===== src/rtl/myo_control_params.svh =====
`ifndef MYO_CONTROL_PARAMS_SVH
`define MYO_CONTROL_PARAMS_SVH

// number of motor boards sharing the SPI bus, each with its own slave select
`define MYO_MOTORS 4

// PD sum is divided by 2**MYO_GAIN_SHIFT so gains act as 8.8 fixed point
`define MYO_GAIN_SHIFT 8
// largest PWM magnitude the motor boards accept
`define MYO_PWM_MAX 32767

// clock cycles per sck half period
`define MYO_SPI_HALF 4
// a frame is a fixed number of 16-bit words
`define MYO_WORD_BITS 16
`define MYO_FRAME_WORDS 4
`define MYO_FRAME_BITS (`MYO_FRAME_WORDS * `MYO_WORD_BITS)

// value selectors, placed in the upper byte of the bus address
`define MYO_ADDR_KP 8'h00
`define MYO_ADDR_KD 8'h02
`define MYO_ADDR_SP 8'h03
`define MYO_ADDR_LIMIT 8'h04
`define MYO_ADDR_MODE 8'h05
`define MYO_ADDR_POSITION 8'h06
`define MYO_ADDR_RUN 8'h07
`define MYO_ADDR_DISPLACEMENT 8'h09
`define MYO_ADDR_PWM 8'h0A

// returned for an unmapped selector or a motor index out of range
`define MYO_BAD_READ 32'hDEADBEEF

`endif


===== src/rtl/myo_pkg.sv =====
package myo_pkg;

	// bus side widths
	typedef logic [15:0] bus_addr_t;
	typedef logic [31:0] bus_data_t;
	typedef logic [7:0] motor_idx_t;

	// controller quantities, all two's complement
	typedef logic signed [31:0] gain_t;
	typedef logic signed [31:0] position_t;
	typedef logic signed [15:0] displacement_t;
	typedef logic signed [15:0] pwm_t;

	// one word on the SPI wire
	typedef logic [15:0] spi_word_t;

	// selects which feedback the PD law regulates
	// codes other than displacement fall back to position control
	typedef enum logic [2:0] {
		MODE_POSITION = 3'd0,
		MODE_DISPLACEMENT = 3'd1
	} control_mode_e;

	// per-motor settings written by the host
	typedef struct packed {
		gain_t kp;
		gain_t kd;
		position_t setpoint;
		position_t limit;
		control_mode_e mode;
	} motor_config_t;

	// per-motor values the host can read back
	typedef struct packed {
		position_t position;
		displacement_t displacement;
		pwm_t pwm_ref;
	} motor_status_t;

	// what one SPI frame brings back from a motor board
	typedef struct packed {
		position_t position;
		displacement_t displacement;
	} feedback_t;

	typedef enum logic [1:0] {
		SCHED_IDLE,
		SCHED_FRAME,
		SCHED_COMPUTE
	} sched_state_e;

	typedef enum logic [1:0] {
		SPI_IDLE,
		SPI_SHIFT,
		SPI_DONE
	} spi_state_e;

endpackage


===== src/rtl/myo_registers.sv =====
`timescale 1ns/1ps
`include "myo_control_params.svh"

module myo_registers (
	input logic clock,
	input logic reset,
	input myo_pkg::bus_addr_t address_i,
	input logic write_i,
	input myo_pkg::bus_data_t writedata_i,
	input logic read_i,
	input myo_pkg::motor_status_t [`MYO_MOTORS-1:0] status_i,
	output myo_pkg::bus_data_t readdata_o,
	output logic waitrequest_o,
	output myo_pkg::motor_config_t [`MYO_MOTORS-1:0] config_o,
	output logic run_o
);

	logic [7:0] sel;
	myo_pkg::motor_idx_t idx;
	logic in_range;
	logic wait_flag;
	myo_pkg::motor_config_t [`MYO_MOTORS-1:0] config_q;
	logic run_q;

	// upper byte picks the value, lower byte picks the motor
	assign sel = address_i[15:8];
	assign idx = address_i[7:0];
	assign in_range = (idx < `MYO_MOTORS);

	assign config_o = config_q;
	assign run_o = run_q;

	// a read stalls for exactly one cycle while the mux output is registered
	assign waitrequest_o = read_i && wait_flag;

	// wait_flag drops after the first read cycle and rearms when the host
	// completes the read by sampling waitrequest low
	always_ff @(posedge clock or posedge reset) begin
		if (reset) begin
			wait_flag <= 1'b1;
		end else begin
			wait_flag <= !(read_i && wait_flag);
		end
	end

	// writes never stall, they land on the edge where write_i is seen
	always_ff @(posedge clock or posedge reset) begin
		if (reset) begin
			config_q <= '0;
			run_q <= 1'b0;
		end else if (write_i) begin
			// run is global so the motor byte is a don't care
			if (sel == `MYO_ADDR_RUN) begin
				run_q <= (writedata_i != '0);
			end else if (in_range) begin
				case (sel)
					`MYO_ADDR_KP: config_q[idx].kp <= writedata_i;
					`MYO_ADDR_KD: config_q[idx].kd <= writedata_i;
					`MYO_ADDR_SP: config_q[idx].setpoint <= writedata_i;
					`MYO_ADDR_LIMIT: config_q[idx].limit <= writedata_i;
					`MYO_ADDR_MODE: config_q[idx].mode <= myo_pkg::control_mode_e'(writedata_i[2:0]);
					// feedback and pwm values are read only, other codes unmapped
					default: ;
				endcase
			end
		end
	end

	// read data is captured in the stall cycle and held until the next read
	always_ff @(posedge clock) begin
		if (read_i && wait_flag) begin
			if (sel == `MYO_ADDR_RUN) begin
				readdata_o <= {31'b0, run_q};
			end else if (!in_range) begin
				readdata_o <= `MYO_BAD_READ;
			end else begin
				case (sel)
					`MYO_ADDR_KP: readdata_o <= config_q[idx].kp;
					`MYO_ADDR_KD: readdata_o <= config_q[idx].kd;
					`MYO_ADDR_SP: readdata_o <= config_q[idx].setpoint;
					`MYO_ADDR_LIMIT: readdata_o <= config_q[idx].limit;
					`MYO_ADDR_MODE: readdata_o <= {29'b0, config_q[idx].mode};
					`MYO_ADDR_POSITION: readdata_o <= status_i[idx].position;
					// 16-bit signed values are sign extended onto the bus
					`MYO_ADDR_DISPLACEMENT: readdata_o <= {{16{status_i[idx].displacement[15]}},
						status_i[idx].displacement};
					`MYO_ADDR_PWM: readdata_o <= {{16{status_i[idx].pwm_ref[15]}},
						status_i[idx].pwm_ref};
					default: readdata_o <= `MYO_BAD_READ;
				endcase
			end
		end
	end

endmodule


===== config.mk =====
export PLATFORM = sky130hd
export DESIGN_NAME = myo_registers
export DESIGN_NICKNAME = d
export VERILOG_FILES = /design/src/rtl/myo_pkg.sv /design/src/rtl/myo_registers.sv
export VERILOG_INCLUDE_DIRS = /design/src /design/src/rtl
export SDC_FILE = /design/constraint.sdc
export NUM_CORES = 1
export LEC_CHECK = 0
export BUFFER_PORTS_ARGS = -buffer_cell sky130_fd_sc_hd__buf_2
export CAP_MARGIN = 5
export CORE_AREA = 2 2 340 342
export DETAILED_ROUTE_END_ITERATION = 8
export DIE_AREA = 0 0 342 344
export SYNTH_ARGS = -nofsm -noshare
export SYNTH_HDL_FRONTEND = slang
export SYNTH_SLANG_ARGS = --single-unit

===== constraint.sdc =====
create_clock -name clock -period 18.9 [get_ports clock]
set_input_delay 0.945 -clock clock [delete_from_list [all_inputs] [get_ports clock]]
set_output_delay 0.945 -clock clock [all_outputs]
set_load 0.05 [all_outputs]

==> results.md <==
Run status:
- The run finished with clean final reports.

Synth:
- Of all cell types, the one taking the most synthesized area is sky130_fd_sc_hd__dfrtp_1.
- The number of warnings reported in the yosys synthesis log is 0.
- The area fraction of the dominant cell type after synthesis is 48.04%.
- The number of synthesized register bits is between 500 and 600.
- The synthesized design contains 32 enable-type register cells.
- In this run the cell area of the synthesized design comes to 27350 µm².
- After synthesis, the share of flip-flops with an asynchronous set or reset is roughly 94%.
- In the post-synthesis netlist, the biggest area contributors are sky130_fd_sc_hd__dfrtp_1, sky130_fd_sc_hd__mux2_2, sky130_fd_sc_hd__mux4_2.
- Synthesis handed over a netlist of about 1800 instances.
- The distinct cell type count after synthesis is between 50 and 60.
- The synthesized netlist net count is 2084.
- The post-synthesis sequential area ratio is 51.65%.
- Dividing the synthesized area by the synthesized cell count gives between 15 and 20 µm².
- The most used flip-flop cell after synthesis is sky130_fd_sc_hd__dfrtp_1.

Timing:
- Setup repair after global routing left no endpoint under its margin.
- Setup violations remaining at the end of the flow were counted as 0.
- The worst path uses between 20% and 30% of the clock period.
- The total count of hold-check failures in the final report is 0.
- At the pin with the least slew margin, the transition time is 1375 ps.
- The clock period minus final worst setup slack is 4413 ps.
- Summed over all failing endpoints, the final setup total negative slack is 0 ps.
- Headroom to the max-slew limit came out at ~8.3%.
- Timing would allow up to ~0.23 GHz.
- On the final layout, the worst clock skew is about 24 ps.
- The count of final max-slew check failures was 0.

Finish:
- The final net count is approximately 2900.
- The most common library cell in the layout ignoring fill and taps is sky130_fd_sc_hd__buf_2.
- Compared with the post-synthesis result, the final layout area differs by 30.63%.
- Cells with a size suffix above 1 make up 65.55% of the layout.
- The count of fill cells added during filler insertion is roughly 12000.
- The utilization after layout is between 30% and 40%.
- In the layout the commonest cells are sky130_fd_sc_hd__buf_2, sky130_fd_sc_hd__dfrtp_1, sky130_fd_sc_hd__mux2_2, sky130_fd_sc_hd__mux4_2, sky130_fd_sc_hd__clkbuf_16.

Setup path:
- For this run, the slowest stage of the critical path takes between 700 and 800 ps.
- The largest individual stage delay along the critical path comes from the cell sky130_fd_sc_hd__buf_4.
- Data arrives at the worst endpoint at approximately 4700 ps.
- For flop-to-flop paths, the worst setup slack is 16700 ps.
- The critical path required time is ~19000 ps.
- The worst setup path is of the input pin to flip-flop kind.
- Of all nets on the critical path, the largest fanout is 79.
- The worst reg2reg path endpoint is readdata_o[14]$_SDFFCE_PP0P_.
- Together, buffers and inverters on the worst path number 3.
- The category of the worst setup path capture point is a flip-flop.
- The library cell appearing most often on the critical path is sky130_fd_sc_hd__buf_4.
- On the critical path the largest part of the delay comes from buffers and inverters.
- The critical path goes through buf_8 -> buf_4 -> buf_4 -> mux4_2 -> a22o_1 -> a21oi_4 -> a31oi_1.
- The type of origin of the critical path is an input pin.
- The depth of the worst register-to-register path is 5.

Clock network:
- The total setup buffers inserted after CTS is 0.
- The clock slew at the register clock pins of the worst setup and hold paths is 60 ps.
- The later pin in the worst-skew pair is clocked with a latency of roughly 640 ps.
- TritonCTS built the clock tree.
- The cts-stage hold buffer count is 0.
- Counting the buffers created by CTS gives 70.
- The total clock sinks is around 560.
- The count of H-tree levels built during CTS is 3.
- In this run the deepest clock path goes through 3 buffers.
- The cell chosen for the clock root is sky130_fd_sc_hd__clkbuf_16.
- The number of gates resized after CTS was 0.

Floorplan:
- The I/O pin count is approximately 870.
- The floorplan has 124 rows.
- The die is ~340 µm tall.
- The floorplan step defined a core boundary enclosing approximately 110000 µm².
- The area of the die is 117600 µm².
- The effective utilization at floorplan is 24.02%.
- The die is ~340 µm wide.

Power:
- For this design the static power due to leakage is around 0.018 µW.
- Across the VDD grid, the largest voltage drop is about 0.000052 V.
- The ratio of total power to cell area is between 70 and 80 nW/µm².

Global routing:
- The first-pass GRT wire length is 186800 µm.
- Entering global routing, the biggest net connects between 90 and 100 pins.
- The via count of the first global-routing pass is about 21000.
- Global routing consumed, over all layers together, about 23% of the routing resources.
- The number of antenna violations at the first check in global routing came to 39.
- Global routing finished with a remaining overflow of 0.

Placed design:
- The routability congestion estimate from global placement is 0.9332.
- The count of buffers from port buffering is slightly below 900.
- The detailed placer's ending HPWL is about 100000 µm.

Run:
- Across the run, the number of max-cap violations was 0.

Route:
- The first-pass iteration count of the detailed router is 5.
- The DRC violation count after routing is 0.
- The final route contains approximately 21000 vias.
- The initial detailed-routing violation count is approximately 1700.
- The post-detailed-route count of antenna-violating nets is 0.
- The final wirelength is roughly 140000 µm.
- Using the TritonRoute via totals, the vias-per-cell ratio works out to just over 5.
- The average detailed-routed wire length per instance is between 30 and 40 µm.

Worst hold path:
- The worst min-delay path category is input pin to async pin.
-- worst max-delay path by stage --
stage                                   endpoint  cells after the start  slack (ps)          from
CTS                 readdata_o[25]$_SDFFCE_PP0P_                      7       14450  address_i[1]
finish              readdata_o[25]$_SDFFCE_PP0P_                      7       14490  address_i[1]
global route        readdata_o[25]$_SDFFCE_PP0P_                      7       14270  address_i[1]
floorplan                              async pin                      1        3260         reset
global placement    readdata_o[25]$_SDFFCE_PP0P_                      7       13790  address_i[1]
detailed placement  readdata_o[25]$_SDFFCE_PP0P_                      7       13720  address_i[1]
-- routing by layer --
metal | vias up | wire, µm | global-route usage [%]
met5 | - | 103 | 0
met4 | 16 | 4552 | 7.685
met3 | 218 | 11570 | 5.638
met2 | 1177 | 65980 | 37.03
met1 | 11543 | 58020 | 30.69
li1 | 8526 | - | -
-- synthesized netlist by cell type (all sizes together), types with 2 or more instances --
master	n
o21bai	2
nand2b	10
and2	4
nand3b	3
a22o	63
nor3	17
a21oi	21
a221oi	11
nor2b	5
inv	6
mux4	195
a311oi	2
or3	5
nand4	5
o211ai	8
a31oi	28
edfxtp	32
mux2	483
nor2	36
and3	2
a22oi	19
or4	2
dfrtp	525
nand3	12
o22ai	3
mux2i	20
o21ai	6
nand2	59
buf	101
clkbuf	64
nor4	16
-- final cells by class --
cell class / instances / area (µm²) / share of cell area [%]
clock buffer: 107 / 2165 / 6.059
inverter: 6 / 30.03 / 0.08405
clock inverter: 16 / 170.2 / 0.4763
sequential: 558 / 14120 / 39.54
multi-input combinational: 1047 / 12600 / 35.26
timing repair buffer: 913 / 4727 / 13.23
tap: 1512 / 1892 / 5.295
antenna: 8 / 20.02 / 0.05604
-- power breakdown --
part | total (µW) | leakage, µW | internal (µW) | switching [µW]
Sequential | 1210 | 0.00759 | 1210 | 1.39
Clock | 1380 | 0.00116 | 819 | 557
Combinational | 199 | 0.00925 | 67.8 | 132
-- metrics by stage --
| step | total power [µW] | hold WS, ps | worst slack (ps) | area [µm²] | instances |
|---|---|---|---|---|---|
| after floorplan | 1333 | 431.4 | 3260 | 27350 | 1776 |
| after global placement | 1431 | 460.2 | 13790 | 33370 | 4036 |
| after detailed placement | 1432 | 460.1 | 13720 | 33370 | 4036 |
| after CTS | 2815 | 420.4 | 14450 | 35710 | 4159 |
| after global routing | 2869 | 449.9 | 14270 | 35710 | 4161 |
| final | 2783 | 456.8 | 14490 | 35730 | 4167 |
-- cells by family (layout without fill, tap and decap cells) --
kind of cell | count (synthesis) | after routing | synth area share, %
buf+inv | 171 | 1042 | 2.933
compound gates | 172 | 172 | 4.726
mux | 698 | 698 | 37.10
simple gates | 177 | 177 | 3.591
other cells | 0 | 8 | 0
flops | 558 | 558 | 51.65
Power figures use the tool's default switching activity.
