$ cat config.mk
export PLATFORM = sky130hd
export DESIGN_NAME = spi_frame_master
export DESIGN_NICKNAME = d
export VERILOG_FILES = /design/src/rtl/myo_pkg.sv /design/src/rtl/spi_frame_master.sv
export VERILOG_INCLUDE_DIRS = /design/src /design/src/rtl
export SDC_FILE = /design/constraint.sdc
export NUM_CORES = 1
export LEC_CHECK = 0
export BUFFER_PORTS_ARGS = -buffer_cell sky130_fd_sc_hd__buf_2
export CAP_MARGIN = 10
export CORE_MARGIN = 3
export CORE_UTILIZATION = 25
export CTS_CLUSTER_SIZE = 16
export DETAILED_ROUTE_END_ITERATION = 8
export SETUP_SLACK_MARGIN = 0.1
export SLEW_MARGIN = 20
export SYNTH_ARGS = -nofsm -noshare
export SYNTH_HDL_FRONTEND = slang
export SYNTH_SLANG_ARGS = --single-unit
$ cat constraint.sdc
create_clock -name clock -period 3.2 [get_ports clock]
set_input_delay 0.16 -clock clock [delete_from_list [all_inputs] [get_ports clock]]
set_output_delay 0.16 -clock clock [all_outputs]
set_load 0.05 [all_outputs]
$ cat src/rtl/myo_control_params.svh
`ifndef MYO_CONTROL_PARAMS_SVH
`define MYO_CONTROL_PARAMS_SVH

// number of motor boards sharing the SPI bus, each with its own slave select
`define MYO_MOTORS 4

// PD sum is divided by 2**MYO_GAIN_SHIFT so gains act as 8.8 fixed point
`define MYO_GAIN_SHIFT 8
// largest PWM magnitude the motor boards accept
`define MYO_PWM_MAX 32767

// clock cycles per sck half period
`define MYO_SPI_HALF 4
// a frame is a fixed number of 16-bit words
`define MYO_WORD_BITS 16
`define MYO_FRAME_WORDS 4
`define MYO_FRAME_BITS (`MYO_FRAME_WORDS * `MYO_WORD_BITS)

// value selectors, placed in the upper byte of the bus address
`define MYO_ADDR_KP 8'h00
`define MYO_ADDR_KD 8'h02
`define MYO_ADDR_SP 8'h03
`define MYO_ADDR_LIMIT 8'h04
`define MYO_ADDR_MODE 8'h05
`define MYO_ADDR_POSITION 8'h06
`define MYO_ADDR_RUN 8'h07
`define MYO_ADDR_DISPLACEMENT 8'h09
`define MYO_ADDR_PWM 8'h0A

// returned for an unmapped selector or a motor index out of range
`define MYO_BAD_READ 32'hDEADBEEF

`endif

$ cat src/rtl/myo_pkg.sv
package myo_pkg;

	// bus side widths
	typedef logic [15:0] bus_addr_t;
	typedef logic [31:0] bus_data_t;
	typedef logic [7:0] motor_idx_t;

	// controller quantities, all two's complement
	typedef logic signed [31:0] gain_t;
	typedef logic signed [31:0] position_t;
	typedef logic signed [15:0] displacement_t;
	typedef logic signed [15:0] pwm_t;

	// one word on the SPI wire
	typedef logic [15:0] spi_word_t;

	// selects which feedback the PD law regulates
	// codes other than displacement fall back to position control
	typedef enum logic [2:0] {
		MODE_POSITION = 3'd0,
		MODE_DISPLACEMENT = 3'd1
	} control_mode_e;

	// per-motor settings written by the host
	typedef struct packed {
		gain_t kp;
		gain_t kd;
		position_t setpoint;
		position_t limit;
		control_mode_e mode;
	} motor_config_t;

	// per-motor values the host can read back
	typedef struct packed {
		position_t position;
		displacement_t displacement;
		pwm_t pwm_ref;
	} motor_status_t;

	// what one SPI frame brings back from a motor board
	typedef struct packed {
		position_t position;
		displacement_t displacement;
	} feedback_t;

	typedef enum logic [1:0] {
		SCHED_IDLE,
		SCHED_FRAME,
		SCHED_COMPUTE
	} sched_state_e;

	typedef enum logic [1:0] {
		SPI_IDLE,
		SPI_SHIFT,
		SPI_DONE
	} spi_state_e;

endpackage

$ cat src/rtl/spi_frame_master.sv
`timescale 1ns/1ps
`include "myo_control_params.svh"

module spi_frame_master (
	input logic clock,
	input logic reset,
	input logic start_i,
	input myo_pkg::pwm_t tx_pwm_i,
	input logic miso_i,
	output logic done_o,
	output myo_pkg::feedback_t rx_o,
	output logic ss_n_o,
	output logic sck_o,
	output logic mosi_o
);

	localparam int HALF = `MYO_SPI_HALF;
	localparam int W = `MYO_WORD_BITS;
	localparam int BITS = `MYO_FRAME_BITS;

	myo_pkg::spi_state_e state;
	logic [$clog2(HALF)-1:0] div_cnt;
	logic [$clog2(BITS)-1:0] bit_cnt;
	// one register serves both directions, bits leave at the top and
	// miso enters at the bottom
	logic [BITS-1:0] shreg;
	myo_pkg::spi_word_t tx_word;
	myo_pkg::spi_word_t pos_hi;
	myo_pkg::spi_word_t pos_lo;
	myo_pkg::spi_word_t disp_word;

	assign tx_word = tx_pwm_i;

	// word 0 coming back is a status word the hub does not use
	assign pos_hi = shreg[BITS-1-W -: W];
	assign pos_lo = shreg[BITS-1-2*W -: W];
	assign disp_word = shreg[BITS-1-3*W -: W];
	assign rx_o.position = {pos_hi, pos_lo};
	assign rx_o.displacement = disp_word;

	// one cycle after the last sck fall
	assign done_o = (state == myo_pkg::SPI_DONE);

	always_ff @(posedge clock or posedge reset) begin
		if (reset) begin
			state <= myo_pkg::SPI_IDLE;
			div_cnt <= '0;
			bit_cnt <= '0;
			shreg <= '0;
			ss_n_o <= 1'b1;
			sck_o <= 1'b0;
			mosi_o <= 1'b0;
		end else begin
			case (state)
				myo_pkg::SPI_IDLE: begin
					if (start_i) begin
						// pwm reference first, the remaining words are padding
						shreg <= {tx_word, {(BITS-W){1'b0}}};
						div_cnt <= '0;
						bit_cnt <= '0;
						ss_n_o <= 1'b0;
						state <= myo_pkg::SPI_SHIFT;
					end
				end
				myo_pkg::SPI_SHIFT: begin
					if (div_cnt == HALF - 1) begin
						div_cnt <= '0;
						sck_o <= !sck_o;
						if (!sck_o) begin
							// rising edge, present the next bit for the slave
							mosi_o <= shreg[BITS-1];
						end else begin
							// falling edge, capture miso and advance
							shreg <= {shreg[BITS-2:0], miso_i};
							bit_cnt <= bit_cnt + 1'b1;
							if (bit_cnt == BITS - 1) begin
								ss_n_o <= 1'b1;
								mosi_o <= 1'b0;
								state <= myo_pkg::SPI_DONE;
							end
						end
					end else begin
						div_cnt <= div_cnt + 1'b1;
					end
				end
				myo_pkg::SPI_DONE: state <= myo_pkg::SPI_IDLE;
				default: state <= myo_pkg::SPI_IDLE;
			endcase
		end
	end

endmodule

==> results.md, run 1 <==
Yosys:
- Synthesis produced a netlist whose cell count is 396.
- Yosys instantiated no cell more often than dfrtp_1.
- The dominant register cell in the synthesized netlist is dfrtp_1.
- After synthesis, the largest area contributor takes up 48.3% of total cell area.
- Yosys printed 0 warnings.
- Summing every instance area after synthesis gives 3940 um2.
- For this run, the register share of the synthesized area comes to 49.0%.
- The mean post-synth cell area is 9.94 um2.
- The largest total area in the synthesized netlist belongs to dfrtp_1.
- By area the synthesized netlist is led by dfrtp_1 48%, o21ai_2 11%, buf_4 9.3%.
- In this run, synthesis inferred 0 flip-flops with an integrated enable.
- The proportion of register bits with asynchronous set or reset after synthesis is 100%.
- The netlist uses 31 different library cells.
- The number of nets handed over by synthesis was 418.
- Sorting the synthesized cells by how often they occur yields 76 x dfrtp_1, 69 x nand3_1, 55 x nand2_1, 49 x buf_4, 49 x o21ai_2.
- The number of register bits inferred by synthesis is 77.

Die:
- After floorplanning, the core was divided into 45 placement rows.
- The boundary pin count is 72.
- The area of the core region is 15300 um2.
- The starting density of the core is 25.7%.
- The floorplan die width is 132 um.
- From bottom edge to top edge, the die measures 132 um.
- The area of the die is 17300 um2.

Placed design:
- At the end of routability-driven placement, the weighted congestion stood at 0.700.
- Timing analysis after detailed placement gives a worst setup slack of 872 ps.
- Buffers placed on the I/O ports in this run total 71.
- The post-DP HPWL is 5.50 mm.

Critical path:
- The worst reg-to-reg path cell count is 3.
- The kind of cell with the highest combined delay along the critical path is simple AND/OR/NAND/NOR gates.
- STA classifies the critical path startpoint as a flop.
- The worst setup path category is flop to flop.
- Of all nets on the critical path, the largest fanout is 65.
- The worst setup path startpoint is state[1].
- The critical path's slowest cell is and2_4.
- The critical path goes through or3b_2 > and2_4 > o21ai_0.
- The termination of the worst setup path is shreg[57].
- On the worst path, the slowest cell contributes a delay of 900 ps.
- STA classifies the critical path endpoint as a flop.
- Data on the critical path arrives at its endpoint at 2480 ps.
- For the worst setup path, the data required time is 3360 ps.
- The critical path depth is 3.
- The worst register-to-register path begins at state[1].
- In this run the register-to-register setup slack is 880 ps.
- Together, buffers and inverters on the worst path number 0.
- In this run the critical register-to-register path is captured at shreg[57].

Finish:
- The antenna diode instance count is 0.
- From synthesis to final layout, the design area changed by 12.2%.
- The net count of the finished layout is 425.
- The layout has 1653 filler cells.
- Cells fill 28.9% of the core in the end.
- The share of final-layout standard cells stronger than drive strength 1 is 35.3%.

Pwr:
- Net switching is 45.1% of the power.
- The worst-case IR drop observed on VDD is 0.488 mV.
- The clock network is responsible for 24.7% of the overall power.
- The static leakage is 2.16 nW.
- Cell internal power was estimated by the tool at 0.00259 W.
- The share of total power dissipated in sequential elements is 33.3%.
- The combinational share of power is 41.9%.
- The power per cell area is 1070 nW/um2.
- In this run the power spent charging and discharging nets is 0.00213 W.

Timing:
- At the pin with the least slew margin, the transition time is 1010 ps.
- The post-layout worst setup margin is 881 ps.
- The worst clock skew is 6.31 ps.
- The worst max-slew margin expressed relative to the limit is 32.5%.
- The setup violation total in the final timing report is 0.
- Subtracting the final worst setup slack from the clock period gives 2320 ps.
- The number of hold-slack violations in the final timing report is 30.
- The number of max-slew violations in the final report came to 0.
- The share of the cycle needed by the critical path after routing is 72.5%.
- The accumulated negative setup slack is 0 ps.
- The worst hold slack across all endpoints is -14.4 ps.
- Static timing analysis puts the maximum clock frequency at 431 MHz.
- Setup repair after global routing left no endpoint under its margin.

Routing:
- Before antenna repair, the detailed router went through 4 iterations.
- The overall routed net length is 8.64 mm.
- The initial detailed-routing violation count is 131.
- After detailed routing, the average wire length per cell comes to 14.0 um.
- The total number of vias is 2762.
- The average vias per placed instance is 4.46.
- The residual DRC count is 0.
- The count of nets left with antenna violations after detail routing is 0.

Global routing:
- The first global-routing pass estimated 14.9 mm of wire.
- The via count of the first global-routing pass is 2760.
- The number of antenna violations at the first check in global routing came to 0.
- The overall global routing resource usage is 10.5%.
- Global routing finished with a remaining overflow of 0.
- The largest net degree at the start of global routing is 77.

Flow run:
- Across the run, the number of max-cap violations was 0.

Clock network:
- TritonCTS built the clock tree.
- Post-CTS repair changed the size of 0 cells.
- TritonCTS created 9 clock buffers.
- In this run, post-CTS hold repair placed 0 buffers.
- The clock sink total is 77.
- The tree is rooted in a clkbuf_16.
- The clock reaches the later pin of the worst-skew pair after 330 ps.
- The maximum clock insertion buffer count is 2.
- The register clock-pin slew on the reported worst setup and hold paths is 60 ps.
- The H-tree generated during clock tree synthesis spans 3 levels.
- In this run the post-CTS setup repair buffer count came out at 0.

Worst hold path:
- The type of the worst min-delay path is input port to asynchronous set/reset pin.

Status:
- The flow ran to the end, but the final reports show violations.
- The checks that failed: negative hold slack.
==> sequential cells by signal, summed over array words and instances, names as in the netlist <==
name and flops:
ss_n_o 1, bit_cnt 6, shreg 64, state 2, div_cnt 2, sck_o 1, mosi_o 1
==> area by class of cell <==
cell class              count  area (um2)  area share, %
clock inverters             6         111           2.52
multi-input cells         237        1480           33.4
flip-flops and latches     77        1930           43.6
well taps                 211         264           5.97
inverters                   3        13.8          0.311
repair buffers             75         398           9.00
clock buffers              10         229           5.18
==> per-layer routing <==
layer,up-vias,part of all wire [%],global-route usage (%)
li1,1330,-,-
met1,1369,44,13.3
met2,55,49,17.2
met3,8,5.2,3.79
met4,0,0.93,2.45
met5,-,0,0
==> stage by stage <==
step                instances  instance area (um2)  power [W]
floorplan                 396                 3940    0.00349
detailed placement        603                 4080    0.00360
global route              619                 4420    0.00504
global placement          603                 4080    0.00354
CTS                       619                 4420    0.00480
finish                    619                 4420    0.00472
==> cells in the final DEF (no fill, tap or decap), types with 2 or more instances in the layout <==
cell type,netlist,layout
nand2_1,55,55
nor2b_1,3,2
o211ai_1,3,3
ha_1,2,2
buf_2,4,71
nand3_1,69,69
o21ai_0,18,18
a22o_1,2,2
bufinv_16,0,3
nor2_1,2,2
inv_1,3,2
or4_1,3,3
clkbuf_16,0,9
dfrtp_1,76,76
mux2i_1,18,18
o21ai_2,49,49
and3_1,2,2
buf_4,49,3
==> worst min-delay path by stage <==
stage / startpoint / endpoint / cells after the start
final: reset / shreg[21] / 2
after global routing: reset / shreg[21] / 2
after CTS: miso_i / shreg[0] / 3
after detailed placement: miso_i / shreg[0] / 3
after global placement: miso_i / shreg[0] / 3
after floorplan: miso_i / shreg[0] / 2
==> logic make-up after synthesis <==
| group | share of synthesized area, % |
|---|---|
| muxes | 4.58 |
| AOI/OAI and AO/OA | 15.0 |
| adders and majority gates | 0.635 |
| DFF | 49.0 |
| xor gates and xnor gates | 0.222 |
| buffers and inverters | 13.8 |
| and+or+nand+nor | 16.8 |
==> power groups by stage <==
stage	Sequential [W]	Combinational, W	Clock, W
3_5_place_dp	0.00159	0.00202	0
4_1_cts	0.00158	0.00202	0.00121
3_3_place_gp	0.00157	0.00197	0
6_report	0.00157	0.00198	0.00117
5_1_grt	0.00163	0.00216	0.00126
2_1_floorplan	0.00157	0.00193	0
No activity file was read; power rests on OpenSTA's default activity.
==> run 2, diff against run 1 <==
==> constraint.sdc (replaced) <==
create_clock -name clock -period 2.3 [get_ports clock]
set_input_delay 0.115 -clock clock [delete_from_list [all_inputs] [get_ports clock]]
set_output_delay 0.115 -clock clock [all_outputs]
set_load 0.05 [all_outputs]
==> run 2 against run 1 <==
Net effect:
- the run now ends clean
- clock power grew 24%
- maximum frequency grew 28%
- worst hold slack better by 45 ps
==> results.md, run 2 (synthesis results as in run 1) <==
Status:
- The run finished with clean final reports.

Global routing:
- The first global-routing pass estimated 14.4 mm of wire.
- The number of antenna violations at the first check in global routing was 0.
- The via count of the first global-routing pass came to 2891.
- In the global route stage, overall resource usage came out at 10.1%.
- Global routing finished with a remaining overflow of 0.
- The largest net degree at the start of global routing is 48.

Routing:
- The total number of vias is 2824.
- In the final routed layout, each cell accounts on average for 13.6 um.
- The pre-antenna-repair detailed-routing pass consisted of 4 iterations.
- The residual DRC count is 0.
- Using the TritonRoute via totals, the vias-per-cell ratio works out to 4.50.
- After detailed routing, the total wire length is 8.51 mm.
- The count of nets left with antenna violations after detail routing is 0.
- The detailed router finished its first iteration with 100 violations.

Clock network:
- The source-to-sink clock delay at the later pin of the worst-skew pair is 330 ps.
- In this run the deepest clock path goes through 2 buffers.
- In this run, CTS created clock tree buffers numbering 9.
- Clock tree synthesis found a total of 77 sinks.
- The TritonCTS clock tree is built.
- The number of setup buffers added after CTS is 0.
- The clock root buffer master is clkbuf_16.
- The H-tree generated during clock tree synthesis spans 3 levels.
- Clock-pin slew was measured on the worst setup and hold paths at 60 ps.

Critical path:
- Among cell families on the critical path, the largest total delay comes from simple AND/OR/NAND/NOR gates.
- The termination of the worst setup path is shreg[57].
- The buffering stage count on the worst path with inverters included is 1.
- The worst setup slack for register-to-register paths is 490 ps.
- The peak per-stage delay on the critical path is 390 ps.
- Data on the critical path arrives at its endpoint at 2010 ps.
- The critical path's slowest cell is dfrtp_1.
- The critical path is of the flop to flop type.
- The critical path data required time is 2500 ps.
- The worst setup path is captured at a flop.
- The biggest fanout along the worst timing path is 34.
- The critical path depth is 5.
- The signal on the critical path passes through ha_1 > nand4b_1 > and2_4 > buf_12 > o21ai_0.
- The number of cells on the worst reg-to-reg path is 5.
- STA classifies the critical path startpoint as a flop.
- The critical register-to-register path startpoint is div_cnt[0].
- The critical path starts at div_cnt[0].
- The endpoint identified for the worst register-to-register timing path is shreg[57].

Timing:
- The accumulated negative setup slack is 0 ps.
- Measured against its own limit, the worst slew margin works out to 44.1%.
- The number of max-slew violations in the final report is 0.
- Setup violations remaining at the end of the flow were counted as 0.
- The worst clock skew is 4.79 ps.
- After layout, the worst setup slack is 487 ps.
- Timing would allow up to 552 MHz.
- The shortest period the worst path allows is 1810 ps.
- Setup repair after global routing left no endpoint under its margin.
- The number of hold-slack violations in the final timing report is 0.
- Dividing the final minimum period by the clock period gives 78.8%.
- At the pin with the least slew margin, the transition time is 837 ps.

Flow run:
- The tool flagged a number of max-cap violations equal to 0.

Placed design:
- The post-DP HPWL is 5.72 mm.
- Timing analysis after detailed placement gives a worst setup slack of 474 ps.
- The count of buffers added on input and output ports is 71.
- The final estimated routing congestion in global placement is 0.707.

Worst hold path:
- The type of the worst min-delay path is input port to flop.

Pwr:
- The maximum resistive drop on vdd is 0.651 mV.
- Summed over all cells, the static leakage comes to 2.20 nW.
- In this run the power density over the cells is 1450 nW/um2.

Die:
- The die is 132 um tall.
- The starting density of the core is 25.7%.
- The area of the die is 17300 um2.
- The boundary pin count is 72.
- The floorplan die width is 132 um.
- The region available for standard cell placement spans 15300 um2.
- The number of standard-cell rows in the floorplan is 45.

Finish:
- The register containing the most flip-flops in the final layout is shreg.
- The layout-stage area growth over the synthesis result is 13.9%.
- Summing all multi-input logic gate instances after layout gives 1480 um2.
- The area occupied by registers is 1930 um2.
- The register with the most flip-flops in the layout has 64 of them.
- The library cell used most frequently in the layout, excluding fill and tap cells, is dfrtp_1.
- The largest registers in the layout are shreg x64, bit_cnt x6.
- The net count of the finished layout is 434.
- The top cell types in the final layout, fill and taps aside, are 76 x dfrtp_1, 71 x buf_2, 69 x nand3_1, 55 x nand2_1, 49 x o21ai_2.
- The filler cells instantiated in the layout total 1665.
- The share of final-layout standard cells stronger than drive strength 1 is 36.7%.
- 0 antenna diodes ended up in the layout.
[run 2: cell count changes in the layout (fill, tap and decap cells not counted), moves of 2 or more]
cell       delta
bufinv_16     -2
buf_4         +6
clkbuf_8      +3
buf_12        +2
clkinv_2      +3
[run 2: layer usage]
metal,up-vias,share of wire (%),global-route usage [%]
met4,0,1.2,2.63
met3,10,4.7,3.52
met2,64,52,17.7
met1,1404,42,11.8
li1,1346,-,-
met5,-,0,0
[run 2: metrics by stage]
stage	instance area, um2	hold slack, ps	std cells	util, %	total power, W
3_5_place_dp	4160	303	611	27.2	0.00512
3_3_place_gp	4160	296	611	27.2	0.00504
5_1_grt	4480	31.8	628	29.3	0.00694
4_1_cts	4480	20.4	628	29.3	0.00662
6_report	4480	30.4	628	29.3	0.00651
2_1_floorplan	3940	253	396	-	0.00486
[run 2: area by class of cell]
| type | instances | share of cell area, % |
|---|---|---|
| clock inverter | 4 | 1.00 |
| inverter | 3 | 0.279 |
| sequential | 77 | 43.0 |
| timing repair buffer | 84 | 11.0 |
| clock buffer | 12 | 5.94 |
| tap | 211 | 5.89 |
| multi-input combinational | 237 | 32.9 |
[run 2: worst register-to-register path, stage by stage, from the launching register on]
cell      delay, ps
dfrtp_1         390
ha_1            240
nand4b_1        380
and2_4          270
buf_12          240
o21ai_0         150
[run 2: where the power goes]
group          internal [W]  switching (W)
Clock              0.000923       0.000530
Combinational      0.000808        0.00206
Sequential          0.00183       0.000355
Total               0.00356        0.00294
[run 2: how the worst min path moves through the flow]
stage,startpoint,to,slack (ps),cells past startpoint
after global placement,reset,shreg[23],300,2
after floorplan,miso_i,shreg[0],250,2
after global routing,miso_i,shreg[0],30,3
after detailed placement,reset,shreg[19],300,2
after CTS,miso_i,shreg[0],20,3
final,miso_i,shreg[0],30,3
[run 2: repair_timing]
action,CTS,global route
hold buffers,1,0
resized for setup,0,0
hold endpoints to repair,44,0
