$ cat src/rtl/myo_control_params.svh
`ifndef MYO_CONTROL_PARAMS_SVH
`define MYO_CONTROL_PARAMS_SVH

// number of motor boards sharing the SPI bus, each with its own slave select
`define MYO_MOTORS 4

// PD sum is divided by 2**MYO_GAIN_SHIFT so gains act as 8.8 fixed point
`define MYO_GAIN_SHIFT 8
// largest PWM magnitude the motor boards accept
`define MYO_PWM_MAX 32767

// clock cycles per sck half period
`define MYO_SPI_HALF 4
// a frame is a fixed number of 16-bit words
`define MYO_WORD_BITS 16
`define MYO_FRAME_WORDS 4
`define MYO_FRAME_BITS (`MYO_FRAME_WORDS * `MYO_WORD_BITS)

// value selectors, placed in the upper byte of the bus address
`define MYO_ADDR_KP 8'h00
`define MYO_ADDR_KD 8'h02
`define MYO_ADDR_SP 8'h03
`define MYO_ADDR_LIMIT 8'h04
`define MYO_ADDR_MODE 8'h05
`define MYO_ADDR_POSITION 8'h06
`define MYO_ADDR_RUN 8'h07
`define MYO_ADDR_DISPLACEMENT 8'h09
`define MYO_ADDR_PWM 8'h0A

// returned for an unmapped selector or a motor index out of range
`define MYO_BAD_READ 32'hDEADBEEF

`endif

$ cat src/rtl/myo_pkg.sv
package myo_pkg;

	// bus side widths
	typedef logic [15:0] bus_addr_t;
	typedef logic [31:0] bus_data_t;
	typedef logic [7:0] motor_idx_t;

	// controller quantities, all two's complement
	typedef logic signed [31:0] gain_t;
	typedef logic signed [31:0] position_t;
	typedef logic signed [15:0] displacement_t;
	typedef logic signed [15:0] pwm_t;

	// one word on the SPI wire
	typedef logic [15:0] spi_word_t;

	// selects which feedback the PD law regulates
	// codes other than displacement fall back to position control
	typedef enum logic [2:0] {
		MODE_POSITION = 3'd0,
		MODE_DISPLACEMENT = 3'd1
	} control_mode_e;

	// per-motor settings written by the host
	typedef struct packed {
		gain_t kp;
		gain_t kd;
		position_t setpoint;
		position_t limit;
		control_mode_e mode;
	} motor_config_t;

	// per-motor values the host can read back
	typedef struct packed {
		position_t position;
		displacement_t displacement;
		pwm_t pwm_ref;
	} motor_status_t;

	// what one SPI frame brings back from a motor board
	typedef struct packed {
		position_t position;
		displacement_t displacement;
	} feedback_t;

	typedef enum logic [1:0] {
		SCHED_IDLE,
		SCHED_FRAME,
		SCHED_COMPUTE
	} sched_state_e;

	typedef enum logic [1:0] {
		SPI_IDLE,
		SPI_SHIFT,
		SPI_DONE
	} spi_state_e;

endpackage

$ cat src/rtl/motor_scheduler.sv
`timescale 1ns/1ps
`include "myo_control_params.svh"

module motor_scheduler (
	input logic clock,
	input logic reset,
	input logic run_i,
	input myo_pkg::motor_config_t [`MYO_MOTORS-1:0] config_i,
	input logic mirrored_i,
	input logic frame_done_i,
	input myo_pkg::feedback_t rx_feedback_i,
	input logic calc_valid_i,
	input myo_pkg::pwm_t calc_pwm_i,
	input myo_pkg::position_t calc_err_i,
	output logic frame_start_o,
	output myo_pkg::pwm_t tx_pwm_o,
	output myo_pkg::motor_idx_t motor_o,
	output logic calc_start_o,
	output myo_pkg::motor_config_t calc_config_o,
	output myo_pkg::position_t calc_feedback_o,
	output myo_pkg::position_t calc_prev_err_o,
	output myo_pkg::motor_status_t [`MYO_MOTORS-1:0] status_o
);

	myo_pkg::sched_state_e state;
	myo_pkg::motor_idx_t next_motor;
	myo_pkg::displacement_t rx_disp;
	myo_pkg::position_t disp_ext;
	// last control error of every motor, needed for the derivative term
	myo_pkg::position_t [`MYO_MOTORS-1:0] prev_err;

	// round robin over the motors on the bus
	assign next_motor = (motor_o == `MYO_MOTORS - 1) ? '0 : motor_o + 8'd1;

	// a mirrored muscle unit sees its spring compressed the other way round
	assign rx_disp = mirrored_i ? -rx_feedback_i.displacement : rx_feedback_i.displacement;
	// widened with sign so displacement mode shares the 32-bit datapath
	assign disp_ext = rx_disp;

	always_ff @(posedge clock or posedge reset) begin
		if (reset) begin
			state <= myo_pkg::SCHED_IDLE;
			motor_o <= '0;
			frame_start_o <= 1'b0;
			tx_pwm_o <= '0;
			calc_start_o <= 1'b0;
			calc_config_o <= '0;
			calc_feedback_o <= '0;
			calc_prev_err_o <= '0;
			status_o <= '0;
			prev_err <= '0;
		end else begin
			// start strobes are single cycle pulses
			frame_start_o <= 1'b0;
			calc_start_o <= 1'b0;
			case (state)
				myo_pkg::SCHED_IDLE: begin
					// resume the sweep at the motor where it stopped
					if (run_i) begin
						frame_start_o <= 1'b1;
						tx_pwm_o <= status_o[motor_o].pwm_ref;
						state <= myo_pkg::SCHED_FRAME;
					end
				end
				myo_pkg::SCHED_FRAME: begin
					if (frame_done_i) begin
						status_o[motor_o].position <= rx_feedback_i.position;
						status_o[motor_o].displacement <= rx_disp;
						// hand the fresh sample to the PD pipeline right away
						calc_start_o <= 1'b1;
						calc_config_o <= config_i[motor_o];
						if (config_i[motor_o].mode == myo_pkg::MODE_DISPLACEMENT) begin
							calc_feedback_o <= disp_ext;
						end else begin
							calc_feedback_o <= rx_feedback_i.position;
						end
						calc_prev_err_o <= prev_err[motor_o];
						state <= myo_pkg::SCHED_COMPUTE;
					end
				end
				myo_pkg::SCHED_COMPUTE: begin
					if (calc_valid_i) begin
						// the new reference goes out in this motor's next frame
						status_o[motor_o].pwm_ref <= calc_pwm_i;
						prev_err[motor_o] <= calc_err_i;
						motor_o <= next_motor;
						// clearing run stops the sweep here, between two frames
						if (run_i) begin
							frame_start_o <= 1'b1;
							tx_pwm_o <= status_o[next_motor].pwm_ref;
							state <= myo_pkg::SCHED_FRAME;
						end else begin
							state <= myo_pkg::SCHED_IDLE;
						end
					end
				end
				default: state <= myo_pkg::SCHED_IDLE;
			endcase
		end
	end

endmodule

$ cat config.mk
export PLATFORM = sky130hd
export DESIGN_NAME = motor_scheduler
export DESIGN_NICKNAME = d
export VERILOG_FILES = /design/src/rtl/myo_pkg.sv /design/src/rtl/motor_scheduler.sv
export VERILOG_INCLUDE_DIRS = /design/src /design/src/rtl
export SDC_FILE = /design/constraint.sdc
export NUM_CORES = 1
export LEC_CHECK = 0
export ABC_AREA = 1
export ABC_CLOCK_PERIOD_IN_PS = 54600
export BUFFER_PORTS_ARGS = -buffer_cell sky130_fd_sc_hd__buf_4
export CAP_MARGIN = 20
export CORE_AREA = 2 2 433 435
export CTS_CLUSTER_SIZE = 12
export DETAILED_ROUTE_END_ITERATION = 10
export DIE_AREA = 0 0 435 437
export MAX_ROUTING_LAYER = met4
export SLEW_MARGIN = 20
export SYNTH_ARGS = -nofsm -noshare
export SYNTH_HDL_FRONTEND = slang
export SYNTH_SLANG_ARGS = --single-unit
$ cat constraint.sdc
create_clock -name clock -period 54.6 [get_ports clock]
set_input_delay 8.19 -clock clock [delete_from_list [all_inputs] [get_ports clock]]
set_output_delay 8.19 -clock clock [all_outputs]
set_load 0.05 [all_outputs]
==> summary.md, run 1 <==
| Metric | Value |
|---|---|
| Core area | 185000 um^2 |
| Num rows | 158 |
| Routed wire length | 190 mm |
| CTS clk-pin slew, worst paths | 0.06 ns |
| Multi-input gate area | 11600 um^2 |
| Antenna violations before repair | 38 |
| Share of cells above drive strength 1 | 0.282 |
| Post-route setup TNS | 0 ns |
| Cell taking the most area after synthesis | dfrtp_1 |
| Final Slew Violations | 0 |
| IO Count | 1103 |
| Fin crit share | 0.195 |
| Synth top area share | 0.530 |
| CP Launch Type | input pin |
| Final Hold Slack | 0.478 ns |
| Post-CTS Setup Inserts | 0 |
| TritonCTS buffer count | 80 |
| Post-Synth XOR/XNOR Area | 0.00244 |
| Number of clock sinks | 607 |
| Warning count from the yosys run | 0 |
| Iter 0 DRT Violations | 2783 |
| Synthesized cell area | 28700 um^2 |
| RSZ-0062 raised after global routing | no |
| Sequential fraction of the synthesis area | 0.530 |
| WL/cell | 26.4 um |
| Syn Nets | 4313 |
| Die area | 190000 um^2 |
| Most common cell in the netlist | nand2_1 |
| Crit path DAT | 11.36 ns |
| Kind of critical path | input pin to async pin |
| # fillers | 20600 |
| Final Wtd Congestion | 0.982 |
| Final Hold Violating Endpoints | 0 |
| Peak VDD IR | 32.3 uV |
| Top cells by area, synth | dfrtp_1, nand2_1, o21ai_0, nor2_1, o22ai_1 |
| Clk_lat worst skew | 0.71 ns |
| Leak | 21.0 nW |
| Vias per cell | 4.26 |
| Vias in the first global route | 29400 |
| Largest family of logic cells by synthesized area | simple AND/OR/NAND/NOR gates |
| Multiplexer share of the synthesized area | 0 |
| Distinct cells, synth | 30 |
| Max FO, Critical Path | 132 |
| Relative slew slack | 0.136 |
| Seq cells post-synth | 607 |
| Post-Synth Adder-Cell Area | 0.00218 |
| Synth Area in Simple Gates | 0.218 |
| Area Growth Syn to Fin | 47.7% |
| Die width | 435 um |
| Req. time, crit path | 55.30 ns |
| Pwr dens | 53.4 nW/um^2 |
| Largest net degree at the start of global routing | 174 |
| Clock Path Buffers | 3 |
| Overflow after GRT | 0 |
| H-tree Lvls | 3 |
| Status | finished clean |
| Initial core utilization | 0.155 |
| Synth Area in Compound Gates | 0.181 |
| EDFF count, synth | 0 |
| Setup Viol. Count Final | 0 |
| Top cells by count, synth | nand2_1, o21ai_0, dfrtp_1 |
| NumNets Final | 5281 |
| Fin crit period | 10.67 ns |
| DRT Pass-1 Iters | 6 |
| Max Fclk | 93.8 MHz |
| Mapped Cells | 3682 |
| Root buffer cell | clkbuf_16 |
| Worst min-delay path class | flip-flop to flip-flop |
| Top FF cell, synth | dfrtp_1 |
| Max cap viols | 0 |
| Measured slew at the worst slew-check pin | 1.28 ns |
| PortBufs | 1102 |
| PostCTS Resize Cnt | 0 |
| Hold-fix buffers, CTS | 0 |
| Syn Area/Cell | 7.79 um^2 |
| GRT Util Overall | 0.198 |
| Final HPWL DP | 147 mm |
| Via Count | 30700 |
| Register area | 15200 um^2 |
| Final Skew | 0.0334 ns |
| FFs w/ async S/R, synth | 1.00 |
| First-pass GRT wire length | 256 mm |
| CTS tree | built |
| Die height | 437 um |
| DRC viols | 0 |
| Antenna viol nets, final | 0 |
| Crit end category | async pin |
==> cells in the final DEF, fill, tap and decap left out, types with 2 or more instances in the layout <==
cell        instances
a31oi_1            12
clkinv_16           3
nand3_1           131
buf_4            1144
clkinv_1            2
diode_2             7
nor2_2              3
nor2_8              4
bufinv_16           9
inv_8               3
nand3_4             3
nor3_1              2
a21oi_1            73
o31ai_1             2
clkinv_2           11
clkinvlp_4          5
inv_1             216
xor2_1              7
dfrtp_1           605
nor2_1            350
o21ai_0           624
clkinv_4            4
inv_6               5
dfrtp_4             2
nand2_1          1065
o21ai_1           116
or2_2              18
clkbuf_8           17
ha_1                5
o22ai_1           160
buf_12              3
inv_2               6
nand4_1             3
clkbuf_16          82
clkbuf_1           11
==> worst paths after layout <==
kind                                    from             endpoint  slack, ns  cells past startpoint
setup / recovery                       reset  calc_prev_err_o[20]      43.93                      5
hold / removal             calc_config_o[11]    calc_config_o[11]       0.48                      2
setup reg to reg                  motor_o[0]    calc_config_o[86]      50.37                      8
hold reg to reg            calc_config_o[11]    calc_config_o[11]       0.48                      2
max in group clock              frame_done_i   calc_config_o[122]      44.32                      8
min in group asynchronous              reset    calc_config_o[63]       7.51                      2
==> cell type report <==
| class | instances | share of cell area |
|---|---|---|
| Clock inverter | 38 | 0.0132 |
| Inverter | 228 | 0.0208 |
| Clock buffer | 110 | 0.0549 |
| Antenna cell | 7 | 0.000413 |
| Multi-Input combinational cell | 2586 | 0.275 |
| Sequential cell | 607 | 0.359 |
| Tap cell | 2480 | 0.0732 |
| Timing Repair Buffer | 1147 | 0.204 |
==> per-layer routing <==
metal | vias up | global-route usage | wire length, um
li1 | 14000 | - | -
met1 | 15200 | 0.252 | 81300
met2 | 1247 | 0.328 | 93600
met3 | 216 | 0.0312 | 9800
met4 | 0 | 0.0489 | 5400
met5 | - | - | 0
==> kinds of logic (layout without fill, tap and decap cells) <==
family	count (synthesis)	after routing
adder cells (fa/ha/maj)	5	5
AND/OR/NAND/NOR	1583	1583
other	0	7
AO/OA/AOI/OAI	990	990
flip-flops	607	607
XOR/XNOR	8	8
buffers and inverters	489	1523
==> power breakdown <==
| group | switching, W | internal [W] | total [W] |
|---|---|---|---|
| sequential | 0.0000684 | 0.000531 | 0.000599 |
| combinational | 0.000800 | 0.000279 | 0.00108 |
| clock | 0.000237 | 0.000345 | 0.000582 |
==> flip-flops by register name (all words and copies together), names as in the netlist <==
name             cells
status_o           256
calc_config_o      131
prev_err           128
calc_feedback_o     32
calc_prev_err_o     32
tx_pwm_o            16
motor_o              8
state                2
calc_start_o         1
frame_start_o        1
==> critical path: stages <==
cell and delay (ns):
buf_4 0.13, inv_8 0.34, buf_12 0.47, buf_4 0.85, buf_4 0.86
==> per-stage QoR <==
| stage | std cells | instance area [um^2] | total power (W) | worst slack [ns] | util |
|---|---|---|---|---|---|
| 2_1_floorplan | 3682 | 28700 | 0.00122 | 29.42 | - |
| 3_3_place_gp | 7048 | 39500 | 0.00169 | 43.20 | 0.213 |
| 3_5_place_dp | 7048 | 39500 | 0.00169 | 43.11 | 0.213 |
| 4_1_cts | 7196 | 42400 | 0.00229 | 43.91 | 0.229 |
| 5_1_grt | 7200 | 42400 | 0.00237 | 43.52 | 0.229 |
| 6_report | 7203 | 42400 | 0.00226 | 43.93 | 0.229 |
Power figures use the tool's default switching activity.
==> inputs of run 2 (changes only) <==
--- a/config.mk
+++ b/config.mk
@@ -7,7 +7,7 @@
 export NUM_CORES = 1
 export LEC_CHECK = 0
 export ABC_AREA = 1
-export ABC_CLOCK_PERIOD_IN_PS = 54600
+export ABC_CLOCK_PERIOD_IN_PS = 8890
 export BUFFER_PORTS_ARGS = -buffer_cell sky130_fd_sc_hd__buf_4
 export CAP_MARGIN = 20
 export CORE_AREA = 2 2 433 435
==> constraint.sdc (replaced) <==
create_clock -name clock -period 8.89 [get_ports clock]
set_input_delay 1.3335 -clock clock [delete_from_list [all_inputs] [get_ports clock]]
set_output_delay 1.3335 -clock clock [all_outputs]
set_load 0.05 [all_outputs]
==> run 2 against run 1 <==
Compared with the run above:
- count of clock-buffer cells in the layout fell by 2
- routed wire length increased by 0.10%
- register-to-register slack lost 45 ns
- clock skew grew 0.0048 ns
- die area unchanged
- global-route usage hardly changed
- clock power rose to 5.9 times the previous value
- non-clock buffer count is 1 lower
==> summary.md, run 2 (synthesis results as in run 1) <==
| Metric | Value |
|---|---|
| Status | finished clean |
| # fillers | 20700 (+0.57%) |
| DRT Pass-1 Iters | 6 (unchanged) |
| CP Launch Type | flip-flop |
| Largest register by flop count | status_o |
| Peak VDD IR | 164 uV (+410%) |
| CTS tree | built |
| First-pass GRT wire length | 255 mm (-0.28%) |
| TritonCTS buffer count | 78 (-2.5%) |
| WL/cell | 26.4 um (about the same) |
| Max reg flops | 256 (unchanged) |
| Hold path depth | 2 (unchanged) |
| RR Startpoint | motor_o[1] |
| Setup Viol. Count Final | 0 (unchanged) |
| Reg2reg path depth | 7 (-1) |
| Die area | 190000 um^2 (unchanged) |
| Hold-fix buffers, CTS | 0 (unchanged) |
| Die width | 435 um (unchanged) |
| Pwr dens | 324 nW/um^2 (+510%) |
| Relative slew slack | 0.240 (+0.104) |
| Register area | 15200 um^2 (unchanged) |
| Post-CTS Setup Inserts | 0 (unchanged) |
| Crit end category | flip-flop |
| Min-Delay Endpoint | prev_err[64] |
| PostCTS Resize Cnt | 0 (unchanged) |
| H-tree Lvls | 3 (unchanged) |
| Core area | 185000 um^2 (unchanged) |
| Vias per cell | 4.23 (-0.80%) |
| Max cap viols | 0 (unchanged) |
| Antenna violations before repair | 36 (-5.3%) |
| Leak | 20.9 nW (-0.40%) |
| Design Power | 0.0137 W (+510%) |
| Worst min-delay path class | flip-flop to flip-flop |
| Root buffer cell | clkbuf_16 |
| Final core utilization | 0.228 (-0.000670) |
| Via Count | 30500 (-0.68%) |
| Routed wire length | 190 mm (+0.10%) |
| IO Count | 1103 (unchanged) |
| Most frequent cells in the layout | buf_4, nand2_1, o21ai_0, dfrtp_1, nor2_1 |
| Final Wtd Congestion | 1.03 (+4.9%) |
| Area Growth Syn to Fin | 47.3% |
| Measured slew at the worst slew-check pin | 1.14 ns (-0.146 ns) |
| Reg-to-Reg End | calc_config_o[91] |
| Fin crit share | 0.438 |
| Final Slew Violations | 0 (unchanged) |
| Iter 0 DRT Violations | 2774 (-0.32%) |
| Final HPWL DP | 148 mm (+0.53%) |
| Post-route insts no fill | 7212 (+0.12%) |
| Req. time, crit path | 9.51 ns (-45.79 ns) |
| Antenna viol nets, final | 0 (unchanged) |
| Largest registers | status_o x256, calc_config_o x131, prev_err x128 |
| Overflow after GRT | 0 (unchanged) |
| NumNets Final | 5278 (-0.057%) |
| Kind of critical path | flip-flop to flip-flop |
| DRC viols | 0 (unchanged) |
| Multi-input gate area | 11600 um^2 (unchanged) |
| Share of cells above drive strength 1 | 0.280 (-0.00155) |
| Crit path DAT | 4.52 ns (-6.84 ns) |
| Max Fclk | 257 MHz |
| Initial core utilization | 0.155 (unchanged) |
| Reg2reg setup slack | 4.99 ns (-45.38 ns) |
| Fin crit period | 3.90 ns |
| Clk_lat worst skew | 0.72 ns (about the same) |
| CTS clk-pin slew, worst paths | 0.06 ns (about the same) |
| RSZ-0062 raised after global routing | no |
| Final Skew | 0.0382 ns (+0.00483 ns) |
| Max FO, Critical Path | 56 (-58%) |
| Num rows | 158 (unchanged) |
| Clock Path Buffers | 3 (unchanged) |
| Dpl cells | 7047 (-0.014%) |
| Vias in the first global route | 29300 (-0.45%) |
| PortBufs | 1102 (unchanged) |
| Leading cell type in the layout, fill and taps excluded | buf_4 |
| GRT Util Overall | 0.198 (-0.000291) |
| Worst hold start | prev_err[64] |
| Number of clock sinks | 607 (unchanged) |
| Largest net degree at the start of global routing | 161 (-7.5%) |
| Die height | 437 um (unchanged) |
| Final Hold Violating Endpoints | 0 (unchanged) |
[run 2: cell types whose count changed in the layout (fill, tap and decap cells not counted), moves of 2 or more]
| cell | delta |
|---|---|
| bufinv_16 | -2 |
| diode_2 | +15 |
| o21ai_0 | -2 |
| inv_16 | +2 |
| inv_8 | -2 |
| clkbuf_1 | +3 |
| buf_4 | -2 |
| clkbuf_16 | -4 |
| o21ai_1 | +2 |
[run 2: routing by layer]
| layer | GRT usage | vias up | routed length [um] |
|---|---|---|---|
| met3 | 0.0451 | 207 | 11700 |
| met5 | - | - | 0 |
| met1 | 0.238 | 15200 | 78600 |
| li1 | - | 14000 | - |
| met2 | 0.333 | 1110 | 95000 |
| met4 | 0.0481 | 0 | 5020 |
[run 2: stage by stage]
stage	hold WS, ns	area, um^2	setup TNS [ns]	setup slack [ns]
floorplan	0.448	28700	-439.86	-0.725
global placement	0.461	39500	0	4.85
detailed placement	0.466	39500	0	4.82
CTS	0.480	42200	0	4.90
global route	0.496	42200	0	4.75
finish	0.475	42200	0	4.99
[run 2: layout make-up]
class / instances / share of cell area
well taps: 2480 / 0.0735
inverters: 228 / 0.0210
clock buffers: 108 / 0.0527
flip-flops and latches: 607 / 0.360
repair buffers: 1146 / 0.205
diodes: 22 / 0.00130
multi-input cells: 2586 / 0.275
clock inverters: 35 / 0.0117
[run 2: worst max path at each step]
stage                 start                 to  slack (ns)  cells past startpoint
2_1_floorplan         reset   calc_config_o[0]       -0.72                      1
3_3_place_gp   frame_done_i      status_o[111]        4.85                     10
4_1_cts          motor_o[0]      status_o[172]        4.90                      9
3_5_place_dp   frame_done_i      status_o[119]        4.82                     10
5_1_grt          motor_o[0]      status_o[172]        4.75                      9
6_report         motor_o[1]  calc_config_o[91]        4.99                      7
[run 2: power by group]
group	leakage [nW]	internal, W	switching (W)	total [W]
Clock	1.32	0.00198	0.00144	0.00342
Combinational	11.7	0.00171	0.00492	0.00663
Sequential	7.93	0.00326	0.000392	0.00365
Total	20.9	0.00695	0.00674	0.0137
[run 2: critical path: stages, from the launching register on]
cell and delay, ns:
dfrtp_4 0.68, buf_4 0.62, buf_4 0.61, buf_4 0.63
o21ai_0 0.20, o22ai_1 0.69, nand2_1 0.13, nand2_1 0.09
